===== config.mk =====
export PLATFORM = sky130hd
export DESIGN_NAME = board_core
export DESIGN_NICKNAME = d
export VERILOG_FILES = /design/src/rtl/board_pkg.sv /design/src/rtl/debounce_switch.sv /design/src/rtl/uart_rx.sv /design/src/rtl/uart_tx.sv /design/src/rtl/mgmt_cmd.sv /design/src/rtl/mgmt_regs.sv /design/src/rtl/qsfp_port_ctrl.sv /design/src/rtl/board_core.sv
export SDC_FILE = /design/constraint.sdc
export NUM_CORES = 1
export LEC_CHECK = 0
export BUFFER_PORTS_ARGS = -buffer_cell sky130_fd_sc_hd__buf_2
export CORE_MARGIN = 2
export CORE_UTILIZATION = 40
export DETAILED_ROUTE_END_ITERATION = 12
export PLACE_DENSITY = 0.63
export SLEW_MARGIN = 40
export SYNTH_ARGS = -nofsm -noshare
export SYNTH_HDL_FRONTEND = slang
export SYNTH_SLANG_ARGS = --single-unit

===== constraint.sdc =====
create_clock -name clk -period 6.3 [get_ports clk]
set_input_delay 1.89 -clock clk [delete_from_list [all_inputs] [get_ports clk]]
set_output_delay 1.89 -clock clk [all_outputs]
set_load 0.01 [all_outputs]

===== src/rtl/board_pkg.sv =====
// Word and address widths, board ID, command byte fields and register map
package board_pkg;

// One register word and also one serial byte
localparam int REG_W = 8;
localparam int ADDR_W = 4;

// Constant returned by the ID register
localparam logic [REG_W-1:0] BOARD_ID = 8'h5a;

// Write flag sits in the top bit of the command byte
localparam int CMD_WRITE_BIT = 7;

// Address field starts at bit 0
localparam int CMD_ADDR_LSB = 0;

// Register map
localparam logic [ADDR_W-1:0] ADDR_ID           = 4'd0;
localparam logic [ADDR_W-1:0] ADDR_SW           = 4'd1;
localparam logic [ADDR_W-1:0] ADDR_LED          = 4'd2;
localparam logic [ADDR_W-1:0] ADDR_PORT_LPMODE  = 4'd3;
localparam logic [ADDR_W-1:0] ADDR_PORT_SEL     = 4'd4;
localparam logic [ADDR_W-1:0] ADDR_PORT_RESET   = 4'd5;
localparam logic [ADDR_W-1:0] ADDR_PORT_PRESENT = 4'd6;
localparam logic [ADDR_W-1:0] ADDR_PORT_INT     = 4'd7;

endpackage


===== src/rtl/debounce_switch.sv =====
// Switch debouncer with divided sample rate and per-bit sample history
module debounce_switch #(
    parameter int SW_CNT = 4,
    parameter int DEBOUNCE_RATE = 4,
    parameter int DEBOUNCE_N = 4
) (
    input  wire logic              clk,
    input  wire logic              reset,
    input  wire logic [SW_CNT-1:0] sw_in,
    output logic      [SW_CNT-1:0] sw_out
);

localparam int RATE_W = $clog2(DEBOUNCE_RATE + 1);
localparam logic [RATE_W-1:0] RATE_END = RATE_W'(DEBOUNCE_RATE - 1);

logic [RATE_W-1:0] rate_cnt;

// Last DEBOUNCE_N samples of each switch with the newest in bit 0
logic [SW_CNT-1:0][DEBOUNCE_N-1:0] hist;

always_ff @(posedge clk) begin
    if (reset) begin
        rate_cnt <= '0;
        hist <= '0;
        sw_out <= '0;
    end else begin
        if (rate_cnt == RATE_END) begin
            rate_cnt <= '0;
            for (int i = 0; i < SW_CNT; i++) begin
                hist[i] <= {hist[i][DEBOUNCE_N-2:0], sw_in[i]};
            end
        end else begin
            rate_cnt <= rate_cnt + 1'b1;
        end

        // Output only moves once the whole history agrees
        for (int i = 0; i < SW_CNT; i++) begin
            if (&hist[i]) begin
                sw_out[i] <= 1'b1;
            end else if (~|hist[i]) begin
                sw_out[i] <= 1'b0;
            end
        end
    end
end

endmodule


===== src/rtl/uart_rx.sv =====
// 8N1 UART receiver with input synchronizer and stop bit check
module uart_rx #(
    parameter int CLKS_PER_BIT = 8
) (
    input  wire logic                          clk,
    input  wire logic                          reset,
    input  wire logic                          rxd,
    output logic      [board_pkg::REG_W-1:0]   rx_data,
    output logic                               rx_valid
);

localparam int CNT_W = $clog2(CLKS_PER_BIT + 1);
localparam logic [CNT_W-1:0] BIT_END = CNT_W'(CLKS_PER_BIT - 1);
localparam logic [CNT_W-1:0] HALF_END = CNT_W'(CLKS_PER_BIT / 2 - 1);

localparam logic [1:0] ST_IDLE = 2'd0;
localparam logic [1:0] ST_START = 2'd1;
localparam logic [1:0] ST_DATA = 2'd2;
localparam logic [1:0] ST_STOP = 2'd3;

logic [1:0] rxd_sync;
logic [1:0] state;
logic [CNT_W-1:0] clk_cnt;
logic [2:0] bit_idx;
logic [board_pkg::REG_W-1:0] shift;

always_ff @(posedge clk) begin
    if (reset) begin
        rxd_sync <= 2'b11;
        state <= ST_IDLE;
        clk_cnt <= '0;
        bit_idx <= '0;
        rx_valid <= 1'b0;
    end else begin
        rxd_sync <= {rxd_sync[0], rxd};
        rx_valid <= 1'b0;
        clk_cnt <= clk_cnt + 1'b1;
        case (state)
            ST_IDLE: begin
                clk_cnt <= '0;
                if (!rxd_sync[1]) begin
                    state <= ST_START;
                end
            end
            ST_START: begin
                // Line must still be low half a bit in
                if (clk_cnt == HALF_END) begin
                    clk_cnt <= '0;
                    bit_idx <= '0;
                    state <= rxd_sync[1] ? ST_IDLE : ST_DATA;
                end
            end
            ST_DATA: begin
                if (clk_cnt == BIT_END) begin
                    clk_cnt <= '0;
                    shift <= {rxd_sync[1], shift[board_pkg::REG_W-1:1]};
                    bit_idx <= bit_idx + 1'b1;
                    if (bit_idx == 3'd7) begin
                        state <= ST_STOP;
                    end
                end
            end
            default: begin
                if (clk_cnt == BIT_END) begin
                    // Framing error drops the byte silently
                    rx_valid <= rxd_sync[1];
                    rx_data <= shift;
                    state <= ST_IDLE;
                end
            end
        endcase
    end
end

endmodule


===== src/rtl/uart_tx.sv =====
// 8N1 UART transmitter with start strobe and busy flag
module uart_tx #(
    parameter int CLKS_PER_BIT = 8
) (
    input  wire logic                          clk,
    input  wire logic                          reset,
    input  wire logic [board_pkg::REG_W-1:0]   tx_data,
    input  wire logic                          tx_start,
    output logic                               txd,
    output logic                               tx_busy
);

localparam int CNT_W = $clog2(CLKS_PER_BIT + 1);
localparam logic [CNT_W-1:0] BIT_END = CNT_W'(CLKS_PER_BIT - 1);

logic [CNT_W-1:0] clk_cnt;
logic [3:0] bit_cnt;

// Data bits followed by the stop bit
logic [board_pkg::REG_W:0] shift;

always_ff @(posedge clk) begin
    if (reset) begin
        txd <= 1'b1;
        tx_busy <= 1'b0;
        clk_cnt <= '0;
        bit_cnt <= '0;
    end else if (!tx_busy) begin
        if (tx_start) begin
            shift <= {1'b1, tx_data};
            txd <= 1'b0;
            tx_busy <= 1'b1;
            clk_cnt <= '0;
            bit_cnt <= '0;
        end
    end else if (clk_cnt == BIT_END) begin
        clk_cnt <= '0;
        if (bit_cnt == 4'd9) begin
            // End of stop bit
            tx_busy <= 1'b0;
        end else begin
            txd <= shift[0];
            shift <= shift >> 1;
            bit_cnt <= bit_cnt + 1'b1;
        end
    end else begin
        clk_cnt <= clk_cnt + 1'b1;
    end
end

endmodule


===== src/rtl/mgmt_cmd.sv =====
// Command frame parser driving one four-phase register access per command
module mgmt_cmd (
    input  wire logic                           clk,
    input  wire logic                           reset,
    input  wire logic [board_pkg::REG_W-1:0]    rx_data,
    input  wire logic                           rx_valid,
    output logic                                reg_req,
    output logic                                reg_we,
    output logic      [board_pkg::ADDR_W-1:0]   reg_addr,
    output logic      [board_pkg::REG_W-1:0]    reg_wdata,
    input  wire logic                           reg_ack,
    input  wire logic [board_pkg::REG_W-1:0]    reg_rdata,
    output logic      [board_pkg::REG_W-1:0]    tx_data,
    output logic                                tx_start,
    input  wire logic                           tx_busy
);

localparam logic [2:0] ST_IDLE = 3'd0;
localparam logic [2:0] ST_DATA = 3'd1;
localparam logic [2:0] ST_REQ = 3'd2;
localparam logic [2:0] ST_ACK_FALL = 3'd3;
localparam logic [2:0] ST_SEND = 3'd4;
localparam logic [2:0] ST_TX_WAIT = 3'd5;

logic [2:0] state;

always_ff @(posedge clk) begin
    if (reset) begin
        state <= ST_IDLE;
        reg_req <= 1'b0;
        reg_we <= 1'b0;
        tx_start <= 1'b0;
    end else begin
        tx_start <= 1'b0;
        case (state)
            ST_IDLE: begin
                if (rx_valid) begin
                    reg_addr <= rx_data[board_pkg::CMD_ADDR_LSB +: board_pkg::ADDR_W];
                    reg_we <= rx_data[board_pkg::CMD_WRITE_BIT];
                    if (rx_data[board_pkg::CMD_WRITE_BIT]) begin
                        state <= ST_DATA;
                    end else begin
                        // Read frame is complete so the access starts
                        reg_req <= 1'b1;
                        state <= ST_REQ;
                    end
                end
            end
            ST_DATA: begin
                if (rx_valid) begin
                    reg_wdata <= rx_data;
                    reg_req <= 1'b1;
                    state <= ST_REQ;
                end
            end
            ST_REQ: begin
                if (reg_ack) begin
                    tx_data <= reg_rdata;
                    tx_start <= 1'b1;
                    reg_req <= 1'b0;
                    state <= ST_ACK_FALL;
                end
            end
            ST_ACK_FALL: begin
                // Finish the handshake before anything else
                if (!reg_ack) begin
                    state <= ST_SEND;
                end
            end
            ST_SEND: begin
                // Transmitter has taken the response byte
                if (tx_busy) begin
                    state <= ST_TX_WAIT;
                end
            end
            ST_TX_WAIT: begin
                if (!tx_busy) begin
                    state <= ST_IDLE;
                end
            end
            default: begin
                state <= ST_IDLE;
            end
        endcase
    end
end

endmodule


===== src/rtl/mgmt_regs.sv =====
// Register block for ID, switches, LEDs and QSFP port control and status
module mgmt_regs #(
    parameter int SW_CNT = 4,
    parameter int LED_CNT = 3,
    parameter int PORT_CNT = 2
) (
    input  wire logic                           clk,
    input  wire logic                           reset,
    input  wire logic                           reg_req,
    input  wire logic                           reg_we,
    input  wire logic [board_pkg::ADDR_W-1:0]   reg_addr,
    input  wire logic [board_pkg::REG_W-1:0]    reg_wdata,
    output logic                                reg_ack,
    output logic      [board_pkg::REG_W-1:0]    reg_rdata,
    input  wire logic [SW_CNT-1:0]              sw_state,
    output logic      [LED_CNT-1:0]             led,
    output logic      [PORT_CNT-1:0]            port_lpmode,
    output logic      [PORT_CNT-1:0]            port_sel,
    output logic      [PORT_CNT-1:0]            port_reset_start,
    input  wire logic [PORT_CNT-1:0]            port_in_reset,
    input  wire logic [PORT_CNT-1:0]            port_present,
    input  wire logic [PORT_CNT-1:0]            port_int
);

logic access;
logic wr;
logic [LED_CNT-1:0] led_next;
logic [PORT_CNT-1:0] lpmode_next;
logic [PORT_CNT-1:0] sel_next;
logic [PORT_CNT-1:0] reset_mask;
logic [board_pkg::REG_W-1:0] rd_word;

// Exactly one access per request
assign access = reg_req && !reg_ack;
assign wr = access && reg_we;

always_comb begin
    led_next = led;
    lpmode_next = port_lpmode;
    sel_next = port_sel;
    reset_mask = '0;
    if (wr) begin
        case (reg_addr)
            board_pkg::ADDR_LED: led_next = reg_wdata[LED_CNT-1:0];
            board_pkg::ADDR_PORT_LPMODE: lpmode_next = reg_wdata[PORT_CNT-1:0];
            board_pkg::ADDR_PORT_SEL: sel_next = reg_wdata[PORT_CNT-1:0];
            board_pkg::ADDR_PORT_RESET: reset_mask = reg_wdata[PORT_CNT-1:0];
            default: ;
        endcase
    end
end

// Read word reflects the state after a write in the same access
always_comb begin
    case (reg_addr)
        board_pkg::ADDR_ID: rd_word = board_pkg::BOARD_ID;
        board_pkg::ADDR_SW: rd_word = board_pkg::REG_W'(sw_state);
        board_pkg::ADDR_LED: rd_word = board_pkg::REG_W'(led_next);
        board_pkg::ADDR_PORT_LPMODE: rd_word = board_pkg::REG_W'(lpmode_next);
        board_pkg::ADDR_PORT_SEL: rd_word = board_pkg::REG_W'(sel_next);
        board_pkg::ADDR_PORT_RESET: rd_word = board_pkg::REG_W'(port_in_reset | reset_mask);
        board_pkg::ADDR_PORT_PRESENT: rd_word = board_pkg::REG_W'(port_present);
        board_pkg::ADDR_PORT_INT: rd_word = board_pkg::REG_W'(port_int);
        default: rd_word = '0;
    endcase
end

always_ff @(posedge clk) begin
    if (reset) begin
        led <= '0;
        port_lpmode <= '0;
        port_sel <= '0;
        port_reset_start <= '0;
        reg_ack <= 1'b0;
    end else begin
        led <= led_next;
        port_lpmode <= lpmode_next;
        port_sel <= sel_next;
        port_reset_start <= reset_mask;
        if (access) begin
            reg_ack <= 1'b1;
            reg_rdata <= rd_word;
        end else if (!reg_req) begin
            reg_ack <= 1'b0;
        end
    end
end

endmodule


===== src/rtl/qsfp_port_ctrl.sv =====
// QSFP reset pulse timers, status synchronizers and active-low pin drivers
module qsfp_port_ctrl #(
    parameter int PORT_CNT = 2,
    parameter int RESET_CYCLES = 20
) (
    input  wire logic                clk,
    input  wire logic                reset,
    input  wire logic [PORT_CNT-1:0] port_lpmode,
    input  wire logic [PORT_CNT-1:0] port_sel,
    input  wire logic [PORT_CNT-1:0] port_reset_start,
    output logic      [PORT_CNT-1:0] port_in_reset,
    output logic      [PORT_CNT-1:0] port_present,
    output logic      [PORT_CNT-1:0] port_int,
    output logic      [PORT_CNT-1:0] qsfp_modsell,
    output logic      [PORT_CNT-1:0] qsfp_resetl,
    output logic      [PORT_CNT-1:0] qsfp_lpmode,
    input  wire logic [PORT_CNT-1:0] qsfp_modprsl,
    input  wire logic [PORT_CNT-1:0] qsfp_intl
);

localparam int CNT_W = $clog2(RESET_CYCLES + 1);

// Cycles of reset left per port
logic [PORT_CNT-1:0][CNT_W-1:0] rst_cnt;

logic [PORT_CNT-1:0] modprsl_meta;
logic [PORT_CNT-1:0] modprsl_sync;
logic [PORT_CNT-1:0] intl_meta;
logic [PORT_CNT-1:0] intl_sync;

always_ff @(posedge clk) begin
    if (reset) begin
        rst_cnt <= '0;
        modprsl_meta <= '1;
        modprsl_sync <= '1;
        intl_meta <= '1;
        intl_sync <= '1;
    end else begin
        for (int p = 0; p < PORT_CNT; p++) begin
            // A new start reloads the full count
            if (port_reset_start[p]) begin
                rst_cnt[p] <= CNT_W'(RESET_CYCLES);
            end else if (rst_cnt[p] != '0) begin
                rst_cnt[p] <= rst_cnt[p] - 1'b1;
            end
        end
        modprsl_meta <= qsfp_modprsl;
        modprsl_sync <= modprsl_meta;
        intl_meta <= qsfp_intl;
        intl_sync <= intl_meta;
    end
end

always_comb begin
    for (int p = 0; p < PORT_CNT; p++) begin
        port_in_reset[p] = (rst_cnt[p] != '0);
    end
end

assign qsfp_resetl = ~port_in_reset;
assign qsfp_modsell = ~port_sel;
assign qsfp_lpmode = port_lpmode;
assign port_present = ~modprsl_sync;
assign port_int = ~intl_sync;

endmodule


===== src/rtl/board_core.sv =====
// Board management top level with UART host link, registers, GPIO and QSFP pins
module board_core #(
    parameter int CLKS_PER_BIT = 8,
    parameter int SW_CNT = 4,
    parameter int LED_CNT = 3,
    parameter int PORT_CNT = 2,
    parameter int DEBOUNCE_RATE = 4,
    parameter int DEBOUNCE_N = 4,
    parameter int RESET_CYCLES = 20
) (
    input  wire logic                clk,
    input  wire logic                reset,

    // GPIO
    input  wire logic [SW_CNT-1:0]   sw,
    output wire logic [LED_CNT-1:0]  led,

    // UART
    input  wire logic                uart_rxd,
    output wire logic                uart_txd,

    // QSFP management
    output wire logic [PORT_CNT-1:0] qsfp_modsell,
    output wire logic [PORT_CNT-1:0] qsfp_resetl,
    input  wire logic [PORT_CNT-1:0] qsfp_modprsl,
    input  wire logic [PORT_CNT-1:0] qsfp_intl,
    output wire logic [PORT_CNT-1:0] qsfp_lpmode
);

wire [SW_CNT-1:0] sw_int;
wire [board_pkg::REG_W-1:0] rx_data;
wire rx_valid;
wire [board_pkg::REG_W-1:0] tx_data;
wire tx_start;
wire tx_busy;

// Register handshake
wire reg_req;
wire reg_we;
wire [board_pkg::ADDR_W-1:0] reg_addr;
wire [board_pkg::REG_W-1:0] reg_wdata;
wire reg_ack;
wire [board_pkg::REG_W-1:0] reg_rdata;

wire [PORT_CNT-1:0] port_lpmode;
wire [PORT_CNT-1:0] port_sel;
wire [PORT_CNT-1:0] port_reset_start;
wire [PORT_CNT-1:0] port_in_reset;
wire [PORT_CNT-1:0] port_present;
wire [PORT_CNT-1:0] port_int;

debounce_switch #(
    .SW_CNT(SW_CNT),
    .DEBOUNCE_RATE(DEBOUNCE_RATE),
    .DEBOUNCE_N(DEBOUNCE_N)
)
debounce_switch_inst (
    .clk(clk),
    .reset(reset),
    .sw_in(sw),
    .sw_out(sw_int)
);

uart_rx #(
    .CLKS_PER_BIT(CLKS_PER_BIT)
)
uart_rx_inst (
    .clk(clk),
    .reset(reset),
    .rxd(uart_rxd),
    .rx_data(rx_data),
    .rx_valid(rx_valid)
);

uart_tx #(
    .CLKS_PER_BIT(CLKS_PER_BIT)
)
uart_tx_inst (
    .clk(clk),
    .reset(reset),
    .tx_data(tx_data),
    .tx_start(tx_start),
    .txd(uart_txd),
    .tx_busy(tx_busy)
);

mgmt_cmd
mgmt_cmd_inst (
    .clk(clk),
    .reset(reset),
    .rx_data(rx_data),
    .rx_valid(rx_valid),
    .reg_req(reg_req),
    .reg_we(reg_we),
    .reg_addr(reg_addr),
    .reg_wdata(reg_wdata),
    .reg_ack(reg_ack),
    .reg_rdata(reg_rdata),
    .tx_data(tx_data),
    .tx_start(tx_start),
    .tx_busy(tx_busy)
);

mgmt_regs #(
    .SW_CNT(SW_CNT),
    .LED_CNT(LED_CNT),
    .PORT_CNT(PORT_CNT)
)
mgmt_regs_inst (
    .clk(clk),
    .reset(reset),
    .reg_req(reg_req),
    .reg_we(reg_we),
    .reg_addr(reg_addr),
    .reg_wdata(reg_wdata),
    .reg_ack(reg_ack),
    .reg_rdata(reg_rdata),
    .sw_state(sw_int),
    .led(led),
    .port_lpmode(port_lpmode),
    .port_sel(port_sel),
    .port_reset_start(port_reset_start),
    .port_in_reset(port_in_reset),
    .port_present(port_present),
    .port_int(port_int)
);

qsfp_port_ctrl #(
    .PORT_CNT(PORT_CNT),
    .RESET_CYCLES(RESET_CYCLES)
)
qsfp_port_ctrl_inst (
    .clk(clk),
    .reset(reset),
    .port_lpmode(port_lpmode),
    .port_sel(port_sel),
    .port_reset_start(port_reset_start),
    .port_in_reset(port_in_reset),
    .port_present(port_present),
    .port_int(port_int),
    .qsfp_modsell(qsfp_modsell),
    .qsfp_resetl(qsfp_resetl),
    .qsfp_lpmode(qsfp_lpmode),
    .qsfp_modprsl(qsfp_modprsl),
    .qsfp_intl(qsfp_intl)
);

endmodule


==> summary.md <==
| Metric | Value |
|---|---|
| Status | finished, final reports clean |
| ANT nets after route | 0 |
| Synth Flop Type | dfxtp_1 |
| First drt pass iteration count | 5 |
| Slew @ Worst Pin | 763.7 ps |
| Register share of total power | between 40% and 50% |
| Vias in the first global route | about 3.1k |
| Share of synthesized cell area in and, or, nand and nor gates | 18.23% |
| Critical Path Source Type | flop |
| Reg area | 0.002753 mm² |
| Post-synthesis adder-cell area fraction | roughly 3.9% |
| Final Hold Violating Endpoints | 0 |
| Compound-cell area share of the yosys netlist | 9.257% |
| Post-Synthesis Cells | 447 |
| Int Pwr | 1475 µW |
| DR vias/cell | 5.161 |
| Worst path cell trace | inv_1 > ha_1 > or3b_1 > or2_1 > inv_2 > buf_2 |
| First-pass GRT wire length | 14.32 mm |
| DRT Wirelength | roughly 8.5 mm |
| Ys async rst share | 0% |
| RSZ-0062 raised after global routing | false |
| I/O pin total | 21 |
| Mean routed wirelength per cell | 13.57 µm |
| Synth warnings | 0 |
| Antenna cells | 0 |
| GR Overflow Total | 0 |
| Post-synthesis register bit count | ~120 |
| Gpl congestion | about 0.85 |
| Synthesized Nets | 473 |
| Clk_lat worst skew | approximately 400 ps |
| Synthesized area per cell | approximately 11 µm² |
| Post-route cell area | 0.005544 mm² |
| Max VDD drop | 212.7 µV |
| Die X | 113.4 µm |
| TritonCTS clock tree | built |
| CTS Root Cell | clkbuf_16 |
| Max Clock Freq | between 0.2 and 0.3 GHz |
| CP max FO | 5 |
| Placed inst area | 0.004992 mm² |
| Final min period | between 3000 and 4000 ps |
| Post-synth cell types | 54 |
| Switch share | 23.39% |
| Largest net degree at the start of global routing | 54 |
| Setup Total Neg Slack | 0 ps |
| Crit-path max cell delay | ~380 ps |
| Slew headroom | 49.02% |
| FILL cells | 1046 |
| Multi-input gate area | 0.001867 mm² |
| Critical Path Start | qsfp_port_ctrl_inst.rst_cnt[5] |
| Post-cts sizing count | 0 |
| Gr usage total | 13.99% |
| Clock Tree Buf Depth | 2 |
| Vias | 3215 |
| Critical path class | reg2out |
| Clock Skews | 6.072 ps |
| Ratio of cells with drive above 1 in the final layout | 14.58% |
| Die H | about 110 µm |
| Core Rows | 39 |
| Clock buffer count from CTS | 17 |
| Nets | 493 |
| Largest family of logic cells by synthesized area | simple AND/OR/NAND/NOR gates |
| XOR/XNOR Fraction of Synth Area | ~1.3% |
| Reg clk slew, reported paths | 50 ps |
| Post-synthesis sequential area ratio | 57.53% |
| Die ar. | 0.01285 mm² |
| Hold path start | qsfp_port_ctrl_inst.intl_meta[1] |
| Hold bufs inserted after CTS | 0 |
| Worst hold path class | reg2reg |
| Worst endpoint data arrival time | 1860 ps |
| Post-detail-place hpwl | 5.674 mm |
| Critical path's slowest cell | or3b_1 |
| Synthesis-to-layout area growth | 15.87% |
| Final-report setup violation count | 0 |
| Switch Pwr | 450.1 µW |
| Crit end category | output pin |
| Initial antenna violation count | 0 |
| Mux cell area share after synthesis | 6.198% |
| Comb pwr share | 10.7% |
| Initial core utilization | 41.37% |
| Final period util | between 50% and 60% |
| Clk pwr share | 45.9% |
| Worst EP required | 4410 ps |
| H-tree levels | 4 |
| Slew Viols, Final | 0 |
| Power Dens Cells | about 350 mW/mm² |
| Number of synthesized flops with an enable pin | 39 |
| Core box area | around 0.012 mm² |
| Maxcap violations | 0 |
| Reg2reg start | qsfp_port_ctrl_inst.rst_cnt[0] |
| Synth Cell Area | between 0.004 and 0.005 mm² |
| DR iter-0 viols | 190 |
| Pleak | 0.002086 µW |
| Setup Fix Bufs, Post-CTS | 0 |
| Port Buffer Count | 20 |
| Drt drc | 0 |
| Clock Sinks | 118 |
## power groups by stage
stage                     registers [µW]  logic (µW)  clock network [µW]
final                                834         207                 884
after floorplan                      844         164                   0
after global routing                 837         237                 938
after global placement               847         199                   0
after detailed placement             849         209                   0
after CTS                            834         210                 900
## sequential cells by signal, summed over array words and instances, names as in the netlist, 4 cells and up
name                         count
debounce_switch_inst.hist       16
debounce_switch_inst.sw_out      4
mgmt_cmd_inst.reg_addr           4
mgmt_cmd_inst.tx_data            5
mgmt_regs_inst.reg_rdata         5
qsfp_port_ctrl_inst.rst_cnt     10
uart_rx_inst.clk_cnt             4
uart_rx_inst.rx_data             5
uart_rx_inst.shift               8
uart_tx_inst.bit_cnt             4
uart_tx_inst.clk_cnt             4
uart_tx_inst.shift               9
## placed cells by master (no fill, tap or decap), types with 3 or more instances in the layout
cell and n:
clkbuf_1 3, a211oi_1 4, dfxtp_1 79, o31ai_1 6, clkinv_2 8, clkbuf_16 17
a21oi_1 27, a31oi_1 3, nand3_1 9, or3_1 4, nand3b_1 3, a2111oi_0 3
mux2i_1 24, nor3b_1 5, mux2_2 4, nor2b_1 4, and3b_1 3, edfxtp_1 39
and2_1 4, inv_1 23, nand2b_1 9, nor4_1 3, nor2_1 49, xnor2_1 7
and3_1 7, or2_2 11, buf_2 20, nand2_1 17, ha_1 14, o21ai_0 10
nor3_1 23
## final timing paths
kind	endpoint	slack (ps)	cells after the start
worst min register to register	qsfp_port_ctrl_inst.intl_sync[1]	410	1
worst max register to register	mgmt_regs_inst.reg_rdata[0]	4230	6
worst min-delay path	qsfp_port_ctrl_inst.intl_sync[1]	410	1
worst max-delay path	qsfp_resetl[1]	2550	6
## metal layers
metal  GRT usage [%]  routed length, µm
met1           16.95               3871
met2           22.99               4177
met3           4.570                309
met4           5.935                 99
met5               0                  0
## per-stage QoR
step	setup slack (ps)	total power (µW)	utilization, %	hold slack [ps]	instances
5_1_grt	2425	2012	47.94	416.4	623
2_1_floorplan	2983	1008	-	389.5	447
3_3_place_gp	2839	1047	43.15	393.8	591
3_5_place_dp	2792	1059	43.17	394.2	591
6_report	2552	1925	47.94	407.8	623
4_1_cts	2522	1944	47.91	408.1	623
## kinds of logic after synthesis
logic type,after synthesis
adders and majority gates,15
AOI/OAI and AO/OA,70
muxes,29
xor gates and xnor gates,7
DFF,118
buffers and inverters,44
and+or+nand+nor,164
## cell type report
class                           count  share of cell area (%)
Tap cell                          143                   3.227
Inverter                           24                   1.625
Timing Repair Buffer               21                   1.941
Clock inverter                     12                   2.009
Multi-Input combinational cell    285                   33.67
Sequential cell                   118                   49.65
Clock buffer                       20                   7.876
## worst max-delay path: cells and delay by family, from the launching register on
kind | cells | cell delay (ps)
AND/OR/NAND/NOR | 2 | 640
adder cells (fa/ha/maj) | 1 | 160
buffers and inverters | 3 | 350
flip-flops | 1 | 310
## Yosys cell counts, types with 3 or more instances
cell | number | area share (%)
buf_2 | 5 | 0.52
inv_1 | 23 | 1.8
nand3b_1 | 3 | 0.47
mux2_2 | 4 | 0.94
nand2b_1 | 9 | 1.2
or3_1 | 4 | 0.52
a31oi_1 | 3 | 0.39
a211oi_1 | 4 | 0.63
xnor2_1 | 7 | 1.3
nor3_1 | 23 | 2.4
a21oi_1 | 28 | 2.9
nor2_1 | 49 | 3.8
and3_1 | 7 | 0.92
dfxtp_1 | 79 | 33
clkbuf_1 | 14 | 1.1
and3b_1 | 3 | 0.55
o21ai_0 | 10 | 1.0
edfxtp_1 | 39 | 24
nor2b_1 | 4 | 0.52
ha_1 | 15 | 3.9
nand2_1 | 17 | 1.3
nor3b_1 | 5 | 0.78
o31ai_1 | 6 | 0.94
a2111oi_0 | 3 | 0.55
and2_1 | 4 | 0.52
nand3_1 | 9 | 0.94
mux2i_1 | 24 | 5.0
or2_2 | 11 | 1.4
nor4_1 | 3 | 0.39
Power figures use the tool's default switching activity.
